$ cat src/verilog/bpPkg.sv
// Shared types and constants for the fetch-side branch predictor
// Covers opcodes, branch functions, PC words and 2-bit counters

package bpPkg;

    // One instruction address, byte addressed, word aligned
    typedef logic [31:0] pcT;

    // Raw 32-bit instruction word
    typedef logic [31:0] instrT;

    // Major opcodes that matter for prediction
    // Every other encoding is handled as a plain instruction
    typedef enum logic [6:0] {
        OpBranch = 7'b1100011,
        OpJal    = 7'b1101111,
        OpJalr   = 7'b1100111
    } opcodeE;

    // funct3 values of the conditional branches that get resolved
    typedef enum logic [2:0] {
        FnBeq = 3'b000,
        FnBne = 3'b001
    } branchFuncE;

    // 2-bit saturating direction counter
    // The top bit gives the predicted direction
    typedef logic [1:0] ctrT;

    localparam ctrT CtrStrongNotTaken = 2'b00;
    localparam ctrT CtrWeakNotTaken   = 2'b01;
    localparam ctrT CtrStrongTaken    = 2'b11;

    // Default start address after reset
    localparam pcT ResetPcDefault = 32'h0000_0000;

    // Byte distance to the next sequential instruction
    localparam pcT PcStep = 32'd4;

endpackage

$ cat src/verilog/fetchPc.sv
// Fetch PC register
// Picks recovery, hold, predicted target or the next sequential word

module fetchPc #(
    parameter bpPkg::pcT ResetPc = bpPkg::ResetPcDefault
) (
    input  logic      clk,
    input  logic      reset,
    input  logic      stall_i,
    input  logic      mispredict_i,
    input  bpPkg::pcT recoverPc_i,
    input  logic      predTaken_i,
    input  bpPkg::pcT btbTarget_i,
    output bpPkg::pcT pcF_o,
    output bpPkg::pcT pcPlus4F_o
);

    import bpPkg::*;

    pcT nextPc;

    assign pcPlus4F_o = pcF_o + PcStep;

    // Recovery beats a stall, a stall beats prediction
    always_comb begin
        if (mispredict_i) begin
            nextPc = recoverPc_i;
        end else if (stall_i) begin
            nextPc = pcF_o;
        end else if (predTaken_i) begin
            nextPc = btbTarget_i;
        end else begin
            nextPc = pcPlus4F_o;
        end
    end

    always_ff @(posedge clk) begin
        if (reset) begin
            pcF_o <= ResetPc;
        end else begin
            pcF_o <= nextPc;
        end
    end

endmodule

$ cat src/verilog/branchTargetBuffer.sv
// Direct-mapped branch target buffer
// Tagged by the PC bits above the index, read in fetch, written from execute

module branchTargetBuffer #(
    parameter int BtbEntries = 32
) (
    input  logic      clk,
    input  logic      reset,
    input  bpPkg::pcT pcF_i,
    output logic      hit_o,
    output bpPkg::pcT target_o,
    input  logic      we_i,
    input  bpPkg::pcT writePc_i,
    input  bpPkg::pcT writeTarget_i
);

    localparam int IdxBits = $clog2(BtbEntries);
    localparam int TagBits = 30 - IdxBits;

    logic [BtbEntries-1:0] valid;
    logic [TagBits-1:0]    tagMem [BtbEntries];
    logic [31:0]           targetMem [BtbEntries];

    logic [IdxBits-1:0] rdIdx;
    logic [TagBits-1:0] rdTag;
    logic [IdxBits-1:0] wrIdx;
    logic [TagBits-1:0] wrTag;

    // Word offset is dropped, index sits right above it
    assign rdIdx = pcF_i[IdxBits+1:2];
    assign rdTag = pcF_i[31:IdxBits+2];
    assign wrIdx = writePc_i[IdxBits+1:2];
    assign wrTag = writePc_i[31:IdxBits+2];

    assign hit_o    = valid[rdIdx] && (tagMem[rdIdx] == rdTag);
    assign target_o = targetMem[rdIdx];

    always_ff @(posedge clk) begin
        if (reset) begin
            valid <= '0;
        end else if (we_i) begin
            valid[wrIdx] <= 1'b1;
        end
    end

    always_ff @(posedge clk) begin
        if (we_i) begin
            tagMem[wrIdx]    <= wrTag;
            targetMem[wrIdx] <= writeTarget_i;
        end
    end

endmodule

$ cat src/verilog/directionPredictor.sv
// Gshare direction predictor
// Global history XOR PC selects a 2-bit saturating counter

module directionPredictor #(
    parameter int GhrBits = 5
) (
    input  logic               clk,
    input  logic               reset,
    input  bpPkg::pcT          pcF_i,
    input  bpPkg::opcodeE      opF_i,
    input  logic               stall_i,
    input  logic               predTaken_i,
    output logic               counterTaken_o,
    output logic [GhrBits-1:0] index_o,
    input  logic               update_i,
    input  logic               taken_i,
    input  logic [GhrBits-1:0] updateIndex_i,
    input  logic               historyClear_i
);

    import bpPkg::*;

    localparam int PhtEntries = 1 << GhrBits;

    logic [GhrBits-1:0] ghr;
    ctrT                pht [PhtEntries];
    logic               shiftHistory;

    assign index_o        = ghr ^ pcF_i[GhrBits+1:2];
    assign counterTaken_o = pht[index_o][1];

    // Speculative history, one bit per branch leaving fetch
    assign shiftHistory = !stall_i && (opF_i == OpBranch);

    always_ff @(posedge clk) begin
        if (reset || historyClear_i) begin
            ghr <= '0;
        end else if (shiftHistory) begin
            ghr <= {ghr[GhrBits-2:0], predTaken_i};
        end
    end

    always_ff @(posedge clk) begin
        if (reset) begin
            for (int i = 0; i < PhtEntries; i++) begin
                pht[i] <= CtrWeakNotTaken;
            end
        end else if (update_i) begin
            // Saturate at both ends
            if (taken_i && (pht[updateIndex_i] != CtrStrongTaken)) begin
                pht[updateIndex_i] <= pht[updateIndex_i] + 2'd1;
            end else if (!taken_i && (pht[updateIndex_i] != CtrStrongNotTaken)) begin
                pht[updateIndex_i] <= pht[updateIndex_i] - 2'd1;
            end
        end
    end

endmodule

$ cat src/verilog/stagePipeline.sv
// Decode and execute pipeline registers for the fetched instruction
// Decode extracts the B or J immediate, execute carries the prediction state

module stagePipeline #(
    parameter int GhrBits = 5
) (
    input  logic                 clk,
    input  logic                 reset,
    input  logic                 stall_i,
    input  logic                 flush_i,
    input  bpPkg::instrT         instrF_i,
    input  bpPkg::pcT            pcF_i,
    input  bpPkg::pcT            pcPlus4F_i,
    input  logic                 predTakenF_i,
    input  logic [GhrBits-1:0]   indexF_i,
    output bpPkg::opcodeE        opE_o,
    output bpPkg::branchFuncE    funct3E_o,
    output bpPkg::pcT            immE_o,
    output bpPkg::pcT            pcE_o,
    output bpPkg::pcT            pcPlus4E_o,
    output logic                 predTakenE_o,
    output logic [GhrBits-1:0]   indexE_o
);

    import bpPkg::*;

    // Decode registers
    instrT              instrD;
    pcT                 pcD;
    pcT                 pcPlus4D;
    logic               predTakenD;
    logic [GhrBits-1:0] indexD;

    opcodeE     opD;
    branchFuncE funct3D;
    pcT         immD;

    assign opD     = opcodeE'(instrD[6:0]);
    assign funct3D = branchFuncE'(instrD[14:12]);

    // Only jal needs the J format here, everything else uses B
    always_comb begin
        case (opD)
            OpJal: immD = {{12{instrD[31]}}, instrD[19:12], instrD[20],
                           instrD[30:21], 1'b0};
            default: immD = {{20{instrD[31]}}, instrD[7], instrD[30:25],
                             instrD[11:8], 1'b0};
        endcase
    end

    // Flush wins over stall
    always_ff @(posedge clk) begin
        if (reset || flush_i) begin
            instrD     <= '0;
            pcD        <= '0;
            pcPlus4D   <= '0;
            predTakenD <= 1'b0;
            indexD     <= '0;
        end else if (!stall_i) begin
            instrD     <= instrF_i;
            pcD        <= pcF_i;
            pcPlus4D   <= pcPlus4F_i;
            predTakenD <= predTakenF_i;
            indexD     <= indexF_i;
        end
    end

    // A stalled decode sends a bubble into execute
    always_ff @(posedge clk) begin
        if (reset || flush_i || stall_i) begin
            opE_o        <= opcodeE'(7'd0);
            funct3E_o    <= branchFuncE'(3'd0);
            immE_o       <= '0;
            pcE_o        <= '0;
            pcPlus4E_o   <= '0;
            predTakenE_o <= 1'b0;
            indexE_o     <= '0;
        end else begin
            opE_o        <= opD;
            funct3E_o    <= funct3D;
            immE_o       <= immD;
            pcE_o        <= pcD;
            pcPlus4E_o   <= pcPlus4D;
            predTakenE_o <= predTakenD;
            indexE_o     <= indexD;
        end
    end

endmodule

$ cat src/verilog/branchResolve.sv
// Execute-stage branch resolution
// Flags mispredictions and drives the BTB and counter table updates

module branchResolve (
    input  bpPkg::opcodeE     opE_i,
    input  bpPkg::branchFuncE funct3E_i,
    input  logic              zeroE_i,
    input  bpPkg::pcT         immE_i,
    input  bpPkg::pcT         pcE_i,
    input  bpPkg::pcT         pcPlus4E_i,
    input  logic              predTakenE_i,
    output logic              mispredict_o,
    output bpPkg::pcT         recoverPc_o,
    output logic              btbWe_o,
    output bpPkg::pcT         btbTarget_o,
    output logic              phtUpdate_o,
    output logic              phtTaken_o
);

    import bpPkg::*;

    logic isBranch;
    logic isJal;
    logic branchTaken;
    pcT   targetE;

    assign isBranch = (opE_i == OpBranch);
    assign isJal    = (opE_i == OpJal);

    // beq taken on equal, bne on not equal
    assign branchTaken = isBranch &&
                         (((funct3E_i == FnBeq) && zeroE_i) ||
                          ((funct3E_i == FnBne) && !zeroE_i));

    assign targetE = pcE_i + immE_i;

    // jal is always taken, so only a missed prediction counts
    assign mispredict_o = (isBranch && (predTakenE_i != branchTaken)) ||
                          (isJal && !predTakenE_i);

    // Wrongly taken resumes after the branch, wrongly not taken jumps to the target
    assign recoverPc_o = predTakenE_i ? pcPlus4E_i : targetE;

    assign btbWe_o     = branchTaken || isJal;
    assign btbTarget_o = targetE;

    // Counters learn from every resolved branch
    assign phtUpdate_o = isBranch;
    assign phtTaken_o  = branchTaken;

endmodule

$ cat src/verilog/fetchPredictTop.sv
// Fetch side of one issue slot with a BTB and a gshare direction predictor
// Branches and jal resolve in execute and redirect fetch on a misprediction

module fetchPredictTop #(
    parameter int        BtbEntries = 32,
    parameter int        GhrBits    = 5,
    parameter bpPkg::pcT ResetPc    = bpPkg::ResetPcDefault
) (
    input  logic         clk,
    input  logic         reset,
    input  bpPkg::instrT InstrF_i,
    input  logic         Stall_i,
    input  logic         ZeroE_i,
    output bpPkg::pcT    PCF_o,
    output logic         Mispredict_o
);

    import bpPkg::*;

    // Fetch stage
    pcT               pcF;
    pcT               pcPlus4F;
    opcodeE           opF;
    logic             btbHit;
    pcT               btbTargetF;
    logic             counterTaken;
    logic [GhrBits-1:0] indexF;
    logic             predTakenF;

    // Execute stage
    opcodeE           opE;
    branchFuncE       funct3E;
    pcT               immE;
    pcT               pcE;
    pcT               pcPlus4E;
    logic             predTakenE;
    logic [GhrBits-1:0] indexE;

    // Resolution results
    logic             mispredict;
    pcT               recoverPc;
    logic             btbWe;
    pcT               btbWriteTarget;
    logic             phtUpdate;
    logic             phtTaken;

    assign opF = opcodeE'(InstrF_i[6:0]);

    // Taken only when the BTB knows a target for this PC
    assign predTakenF = btbHit && ((opF == OpJal) || ((opF == OpBranch) && counterTaken));

    fetchPc #(
        .ResetPc(ResetPc)
    ) fetchPc0 (
        .clk         (clk),
        .reset       (reset),
        .stall_i     (Stall_i),
        .mispredict_i(mispredict),
        .recoverPc_i (recoverPc),
        .predTaken_i (predTakenF),
        .btbTarget_i (btbTargetF),
        .pcF_o       (pcF),
        .pcPlus4F_o  (pcPlus4F)
    );

    branchTargetBuffer #(
        .BtbEntries(BtbEntries)
    ) btb0 (
        .clk          (clk),
        .reset        (reset),
        .pcF_i        (pcF),
        .hit_o        (btbHit),
        .target_o     (btbTargetF),
        .we_i         (btbWe),
        .writePc_i    (pcE),
        .writeTarget_i(btbWriteTarget)
    );

    directionPredictor #(
        .GhrBits(GhrBits)
    ) dirPred0 (
        .clk           (clk),
        .reset         (reset),
        .pcF_i         (pcF),
        .opF_i         (opF),
        .stall_i       (Stall_i),
        .predTaken_i   (predTakenF),
        .counterTaken_o(counterTaken),
        .index_o       (indexF),
        .update_i      (phtUpdate),
        .taken_i       (phtTaken),
        .updateIndex_i (indexE),
        .historyClear_i(mispredict)
    );

    stagePipeline #(
        .GhrBits(GhrBits)
    ) pipe0 (
        .clk         (clk),
        .reset       (reset),
        .stall_i     (Stall_i),
        .flush_i     (mispredict),
        .instrF_i    (InstrF_i),
        .pcF_i       (pcF),
        .pcPlus4F_i  (pcPlus4F),
        .predTakenF_i(predTakenF),
        .indexF_i    (indexF),
        .opE_o       (opE),
        .funct3E_o   (funct3E),
        .immE_o      (immE),
        .pcE_o       (pcE),
        .pcPlus4E_o  (pcPlus4E),
        .predTakenE_o(predTakenE),
        .indexE_o    (indexE)
    );

    branchResolve resolve0 (
        .opE_i       (opE),
        .funct3E_i   (funct3E),
        .zeroE_i     (ZeroE_i),
        .immE_i      (immE),
        .pcE_i       (pcE),
        .pcPlus4E_i  (pcPlus4E),
        .predTakenE_i(predTakenE),
        .mispredict_o(mispredict),
        .recoverPc_o (recoverPc),
        .btbWe_o     (btbWe),
        .btbTarget_o (btbWriteTarget),
        .phtUpdate_o (phtUpdate),
        .phtTaken_o  (phtTaken)
    );

    assign PCF_o        = pcF;
    assign Mispredict_o = mispredict;

endmodule

$ cat config.mk
export PLATFORM = sky130hd
export DESIGN_NAME = fetchPredictTop
export DESIGN_NICKNAME = d
export VERILOG_FILES = /design/src/verilog/bpPkg.sv /design/src/verilog/fetchPc.sv /design/src/verilog/branchTargetBuffer.sv /design/src/verilog/directionPredictor.sv /design/src/verilog/stagePipeline.sv /design/src/verilog/branchResolve.sv /design/src/verilog/fetchPredictTop.sv
export SDC_FILE = /design/constraint.sdc
export NUM_CORES = 2
export LEC_CHECK = 0
export ABC_AREA = 1
export BUFFER_PORTS_ARGS = -buffer_cell sky130_fd_sc_hd__buf_2
export CAP_MARGIN = 20
export CORE_MARGIN = 5
export CORE_UTILIZATION = 44
export CTS_BUF_LIST = sky130_fd_sc_hd__clkbuf_8
export DETAILED_ROUTE_END_ITERATION = 6
export PLACE_DENSITY = 0.66
export RECOVER_POWER = 100
export SYNTH_ARGS = -nofsm -noshare
export SYNTH_HDL_FRONTEND = slang
export SYNTH_HIERARCHICAL = 1
export SYNTH_SLANG_ARGS = --single-unit
$ cat constraint.sdc
create_clock -name clk -period 5.9 [get_ports clk]
set_clock_uncertainty 0.05 [all_clocks]
set_input_delay 0.59 -clock clk [delete_from_list [all_inputs] [get_ports clk]]
set_output_delay 0.59 -clock clk [all_outputs]
set_load 0.005 [all_outputs]
# [Word-level counts from Yosys, hierarchy flattened]
# Memory sizes are Yosys's and may differ from the RTL's. A register that Yosys moved wholly into a read port is not among the register bits.
# Cells that the tools add are included.
[word_totals] ff_bits=272 latch_bits=0 ramBits=1888 romBits=0 inputBits=36 out_inout_bits=33 wordCells=94 memories=3
[memory_table] name="btb0.targetMem" depth=32 word_bits=32 rd=1 rd_clocked_by_memory_dff=1 write_ports=1 line="branchTargetBuffer.sv:22" source="logic [31:0] targetMem [BtbEntries];"
[memory_table] name="btb0.tagMem" depth=32 word_bits=25 rd=1 rd_clocked_by_memory_dff=1 write_ports=1 line="branchTargetBuffer.sv:21" source="logic [TagBits-1:0] tagMem [BtbEntries];"
[memory_table] name="dirPred0.pht" depth=32 word_bits=2 rd=2 rd_clocked_by_memory_dff=1 write_ports=32 line="directionPredictor.sv:26" source="ctrT pht [PhtEntries];"
[op_classes] addsub=4 n_mul=0 n_div=0 magnitude_cmp=3 eq_ne=10 shifts=0 muxes=31 bitwise_logic=3 n_reduce_logical=25
[ops] op="2-to-1 mux 32 bit" count=4
[ops] op="equality test 7 bit, second input constant" count=5
[ops] op="adder 32 x 3 -> 32 bit, second input constant" count=1
[ops] op="adder 32 bit" count=1
[ops] op="bitwise OR 32 bit" count=1
[ops] op="2-to-1 mux 5 bit" count=6
[ops] op="equality test 25 bit" count=1
[ops] op="2-to-1 mux 20 bit" count=1
[ops] op="2-to-1 mux 1 bit" count=16
[ops] op="logical AND 1 bit" count=12
[ops] op="< comparator 5 x 6 -> 1 bit, second input constant" count=2
[ops] op="logical OR 1 bit" count=6
[ops] op="binary-select mux 1 bit (select 5 bit)" count=1
[ops] op="demux 1 bit (select 5 bit)" count=1
[ops] op=">= comparator 5 x 1 -> 1 bit, second input constant" count=1
[ops] op="XOR 5 bit" count=1
[ops] op="zero test 1 bit" count=4
[ops] op="2-to-1 mux 2 bit" count=2
[ops] op="equality test 3 x 1 -> 1 bit, second input constant" count=1
[ops] op="zero test 3 bit" count=1
[ops] op="adder 2 x 1 -> 2 bit, second input constant" count=1
[ops] op="!= test 2 x 1 -> 1 bit, second input constant" count=1
[ops] op="!= test 2 bit, second input constant" count=1
[ops] op="nonzero test 2 bit" count=1
[ops] op="other kinds (4)" count=4

# [Depth between registers and ports, before layout]
[logic_depth] ltp_word=14 mapped_depth=27 depth_no_buf=23

# [By module]
# Netlist, hierarchy kept.
[modules_own_cells] module="branchTargetBuffer" instances=1 cells_each=5750 area_each_um2=73599.3 seq_area_each_um2=55413.1
[modules_own_cells] module="stagePipeline" instances=1 cells_each=703 area_each_um2=6328.6 seq_area_each_um2=4043.9
[modules_own_cells] module="directionPredictor" instances=1 cells_each=545 area_each_um2=4156.5 seq_area_each_um2=2021.9
[modules_own_cells] module="branchResolve" instances=1 cells_each=620 area_each_um2=2977.9 seq_area_each_um2=0.0
[modules_own_cells] module="fetchPc" instances=1 cells_each=362 area_each_um2=2391.0 seq_area_each_um2=640.6
[modules_own_cells] module="fetchPredictTop" instances=1 cells_each=10 area_each_um2=43.8 seq_area_each_um2=0.0

# [Worst setup path after synthesis]
# Ideal clock, no wire load.
[synth_timing] path_type="input-to-reg" from="in ZeroE_i" to="mem btb0/tagMem[13][0] in the netlist's numbering (enable)" setup_ns=0.473 arrival_time_ns=3.939 required_ns=5.377 path_slack_ns=1.438 path_stages=8 n_path_buf=0 cell_sequence="nor2_1 > nor4_1 > nand2_1 > o21ai_0 > inv_1 > nor3_1 > inv_1 > nor2_1"
[synth_via] elab_chain_len=7 word_cells_on_any_way=8 cone_classes="mux (2); reduce/logical (6)"
[synth_lines] item="start: declaration" line="fetchPredictTop.sv:13" source="input logic ZeroE_i,"
[synth_lines] item="zero test 1 bit" line="branchResolve.sv:33" source="((funct3E_i == FnBne) && !zeroE_i));"
[synth_lines] item="logical AND 1 bit" line="branchResolve.sv:33"
[synth_lines] item="logical OR 1 bit (*)" line="branchResolve.sv:32" source="(((funct3E_i == FnBeq) && zeroE_i) ||"
[synth_lines] item="logical AND 1 bit (*)" line="branchResolve.sv:31" source="assign branchTaken = isBranch &&"
[synth_lines] item="logical OR 1 bit (*)" line="branchResolve.sv:44" source="assign btbWe_o = branchTaken || isJal;"
[synth_lines] item="named net btbWe" line="fetchPredictTop.sv:42" source="logic btbWe;"
[synth_lines] item="2-to-1 mux 1 bit (*)" line="branchTargetBuffer.sv:47" source="if (we_i) begin"
[synth_lines] item="2-to-1 mux 1 bit (implied by the code) (*)" line="branchTargetBuffer.sv:48" source="tagMem[wrIdx] <= wrTag;"
[synth_lines] item="end: declaration" line="branchTargetBuffer.sv:21"
# The timed path passes the listed nets; every way through them passes the cells marked *.

# [Worst setup path after layout]
[layout_timing] from="reg pipe0.funct3E_o[0]" to="mem btb0.targetMem[22][2] (enable)"
[layout_via] elab_chain_len=7 word_cells_on_any_way=9 cone_classes="eq/ne (1); mux (2); reduce/logical (6)"
[layout_lines] item="start: declaration" line="stagePipeline.sv:17" source="output bpPkg::branchFuncE funct3E_o,"
[layout_lines] item="start signal: assignment" line="stagePipeline.sv:72" source="funct3E_o <= branchFuncE'(3'd0);"
[layout_lines] item="start signal: assignment" line="stagePipeline.sv:80" source="funct3E_o <= funct3D;"
[layout_lines] item="equality test 3 x 1 -> 1 bit / zero test 3 bit (equally long branches)" line="branchResolve.sv:33, branchResolve.sv:32"
[layout_lines] item="logical AND 1 bit, on equally long branches" line="branchResolve.sv:33, branchResolve.sv:32"
[layout_lines] item="logical OR 1 bit (*)" line="branchResolve.sv:32"
[layout_lines] item="logical AND 1 bit (*)" line="branchResolve.sv:31"
[layout_lines] item="logical OR 1 bit (*)" line="branchResolve.sv:44"
[layout_lines] item="named net btbWe" line="fetchPredictTop.sv:42"
[layout_lines] item="2-to-1 mux 1 bit (*)" line="branchTargetBuffer.sv:47"
[layout_lines] item="2-to-1 mux 1 bit (implied by the code) (*)" line="branchTargetBuffer.sv:49" source="targetMem[wrIdx] <= writeTarget_i;"
[layout_lines] item="end: declaration" line="branchTargetBuffer.sv:22"
# Marked as above.

==> results.sh <==
export IMPL_run_status="finished, violations left"
export IMPL_violations="DRC, capacitance limit, slew limit"
export IMPL_syn_nets=8059
export IMPL_cp_max_fo=13
export IMPL_synth_edf_count=1888
export IMPL_finalCritPeriodShare=0.953
export IMPL_fin_nets=8253
export IMPL_rr_endpoint="btb0/targetMem[22][2]"
export IMPL_leakage_nw=35.5
export IMPL_ir_drop_v=0.000320
export IMPL_grt_pass1_vias=61300
export IMPL_drive_gt1_frac=0.0798
export IMPL_viasPerCell=5.86
export IMPL_antenna_found_initial=9
export IMPL_hpwl_um=148000
export IMPL_grt_overflow=0
export IMPL_grt_usage=0.256
export IMPL_synthesis_area_sq_mm=0.0895
export IMPL_port_buffers=68
export IMPL_synth_main_ff_cell="edfxtp_1"
export IMPL_yosys_top_cells_area="edfxtp_1 (63%), nand2_1 (7.4%), dfxtp_1 (6.1%), nand3_1 (4.7%), nor2_1 (3.9%)"
export IMPL_clkTransAtPathRegs_ps=60
export IMPL_hold_path_end="pipe0/instrD[29]"
export IMPL_avgSynthCellArea_sq_um=11.2
export IMPL_rows=165
export IMPL_slowest_stage="clkbuf_1"
export IMPL_design_portCount=69
export IMPL_reg_top3="btb0/targetMem (1024), btb0/tagMem (800), dirPred0/pht (64)"
export IMPL_cp_top_family="buffers and inverters"
export IMPL_synthMuxAreaShare=0
export IMPL_cp_required_ps=6480
export IMPL_routed_wl_um=279000
export IMPL_yosysSeqAreaShare=0.694
export IMPL_cts_tree="yes"
export IMPL_root_buffer="clkbuf_8"
export IMPL_synth_warnings=6
export IMPL_htree_num_levels=5
export IMPL_hold_depth=4
export IMPL_insertion_delay_ps=1080
export IMPL_grt_max_degree=186
export IMPL_fmax_mhz=178
export IMPL_critPathKind="flip-flop to flip-flop"
export IMPL_finalSetupTns_ps=0
export IMPL_synth_top_area_frac=0.633
export IMPL_async_flop_share=0
export IMPL_drt_initial_drc_count=9359
export IMPL_die_y_um=461
export IMPL_postCtsSetupBuffers=0
export IMPL_synth_top_area_cell="edfxtp_1"
export IMPL_ant_nets=0
export IMPL_start_util=0.442
export IMPL_synth_top_family_by_area="simple AND/OR/NAND/NOR gates"
export IMPL_fillCellCount=18000
export IMPL_drt_first_pass_iters=7
export IMPL_reg2reg_slack_ps=280
export IMPL_dr_total_vias=65100
export IMPL_endpoint_kind="flip-flop"
export IMPL_crit_chain="nor2_1, nor4_1, nand2_1, o21ai_0, inv_1, nor3_1, inv_1, nor2_1, clkbuf_1, clkbuf_1"
export IMPL_finalWorstSetupSlack_ps=277
export IMPL_post_drt_wl_per_cell_um=25.1
export IMPL_period_minus_slack_ps=5620
export IMPL_start_kind="flip-flop"
export IMPL_final_max_slew_viol_count=2492
export IMPL_hp_class="input port to flip-flop"
export IMPL_setup_violations_final=0
export IMPL_largest_reg_flops=1024
export IMPL_yosys_area_share_adder=0.00470
export IMPL_p_per_area_mw_per_mm2=313
export IMPL_holdCritStartpoint="InstrF_i[29]"
export IMPL_drv_cap=83
export IMPL_top_register="btb0/targetMem"
export IMPL_clock_sinks=2159
export IMPL_reg2reg_depth=10
export IMPL_cp_num_buf_inv=4
export IMPL_ys_types=54
export IMPL_synth_xor_area_frac=0.00418
export IMPL_rsz0062_at_grt="no"
export IMPL_ys_ff_latch=2159
export IMPL_grt_first_pass_wirelength_um=404000
export IMPL_coreArea_sq_mm=0.202
export IMPL_pre_cts_ws_ps=938
export IMPL_area_growth_pct=10.5
export IMPL_slowest_delay_ps=1160
export IMPL_gp_congestion=0.964
export IMPL_max_slew_margin=-1.16
export IMPL_syn_inst=7990
export IMPL_clock_path_buffers=4
export IMPL_drc=4
export IMPL_synth_compound_area_share=0.0818
export IMPL_dieArea_sq_mm=0.213
export IMPL_hold_viol=0
export IMPL_critPathArrivalTime_ps=6200
export IMPL_r2r_start="pipe0/funct3E_o[0]"
export IMPL_tightest_slew_ps=3240
export IMPL_synth_simple_area_share=0.172
export IMPL_cts_made_buffers=344
export IMPL_chipWidth_um=461
==> layout make-up <==
cell class / count / area (sq um) / share of cell area
diodes: 11 / 27.5 / 0.000278
clock buffers: 363 / 5000 / 0.0505
clock inverters: 218 / 988 / 0.0100
inverters: 320 / 1240 / 0.0125
multi-input cells: 5001 / 23600 / 0.239
flip-flops and latches: 2159 / 62100 / 0.629
well taps: 2672 / 3340 / 0.0338
repair buffers: 358 / 2540 / 0.0257
==> layer usage <==
layer  share of wire  wire (um)  vias up  track usage
met2            0.45     125000     3917        0.393
met3            0.11      30000      748       0.0533
met4           0.047      13200        0        0.114
met1            0.40     110000    31800        0.352
li1                -          -    28600            -
met5               0          0        -            0
==> how the worst max path moves through the flow <==
stage | cells after the start | slack (ps) | to | from
4_1_cts | 20 | 960 | fetchPc0/pcF_o[24] | fetchPc0/pcF_o[6]
2_1_floorplan | 8 | 1440 | btb0/tagMem[13][0] | ZeroE_i
5_1_grt | 10 | 310 | btb0/targetMem[22][21] | pipe0/funct3E_o[0]
3_3_place_gp | 20 | 830 | fetchPc0/pcF_o[0] | fetchPc0/pcF_o[6]
3_5_place_dp | 20 | 940 | fetchPc0/pcF_o[1] | fetchPc0/pcF_o[6]
6_report | 10 | 280 | btb0/targetMem[22][2] | pipe0/funct3E_o[0]
==> cells in the mapped netlist (all sizes together) (3+ instances only) <==
cell,number
nor2,964
o22ai,60
a31oi,37
inv,318
edfxtp,1888
a21oi,161
nand2,1807
nor3,25
nand3b,25
or2,3
xor2,25
clkbuf,210
and2,18
a211oi,3
a32oi,28
nand4,8
dfxtp,271
buf,300
a221oi,27
xnor2,10
ha,32
nand3,847
o21ai,694
o211ai,20
o221ai,196
==> worst register-to-register path, delay by kind of cell (launching register included) <==
family / cells / cell delay, ps
buffers and inverters: 4 / 2400
and+or+nand+nor: 5 / 2030
AOI/OAI and AO/OA: 1 / 370
DFF: 1 / 350
==> placed cells by master (no fill, tap or decap), types with 22 or more instances in the layout <==
cell           netlist  final
nand2_1           1773   1792
buf_2              190     50
o22ai_1             60     60
clkbuf_1           208    112
dlygate4sd3_1        0     69
a31oi_1             37     37
a32oi_1             28     28
clkbuf_2             0     31
ha_1                32     32
o21ai_0            638    638
buf_4               57     70
a21oi_1            158    160
nand3_1            844    846
edfxtp_1          1888   1888
nor3_1              21     22
dfxtp_1            271    267
o221ai_1           196    196
inv_1              296    427
clkinv_2             0     22
nand3b_1            25     25
a221oi_1            27     27
clkinv_1             2     57
o21ai_1             55     55
nor2_1             938    931
clkbuf_8             2    364
==> logic make-up after synthesis <==
logic type               Yosys count
AND/OR/NAND/NOR                 3700
adder cells (fa/ha/maj)           33
other                              1
flip-flops                      2159
XOR/XNOR                          35
AO/OA/AOI/OAI                   1232
buffers and inverters            830
==> timing repair <==
item | 4_1_cts | 5_1_grt
hold endpoints to repair | 81 | 0
hold buffers | 69 | 0
resized for setup | 0 | 0
==> per-stage QoR <==
stage / instances / power [mW] / utilization / instance area [sq um] / hold slack [ps]
after global placement: 10400 / 19.5 / 0.459 / 92800 / 370
after CTS: 11100 / 30.9 / 0.492 / 99500 / 162
after global routing: 11100 / 31.9 / 0.489 / 98800 / 257
final: 11100 / 30.9 / 0.489 / 98900 / 257
after detailed placement: 10400 / 19.5 / 0.459 / 92800 / 372
after floorplan: 7990 / 18.6 / - / 89500 / 366
==> where the power goes <==
part | switching, mW | total (mW) | internal (mW)
Clock | 5.81 | 11.6 | 5.81
Sequential | 0.112 | 16.7 | 16.6
Combinational | 1.87 | 2.57 | 0.693
Power figures use the tool's default switching activity.
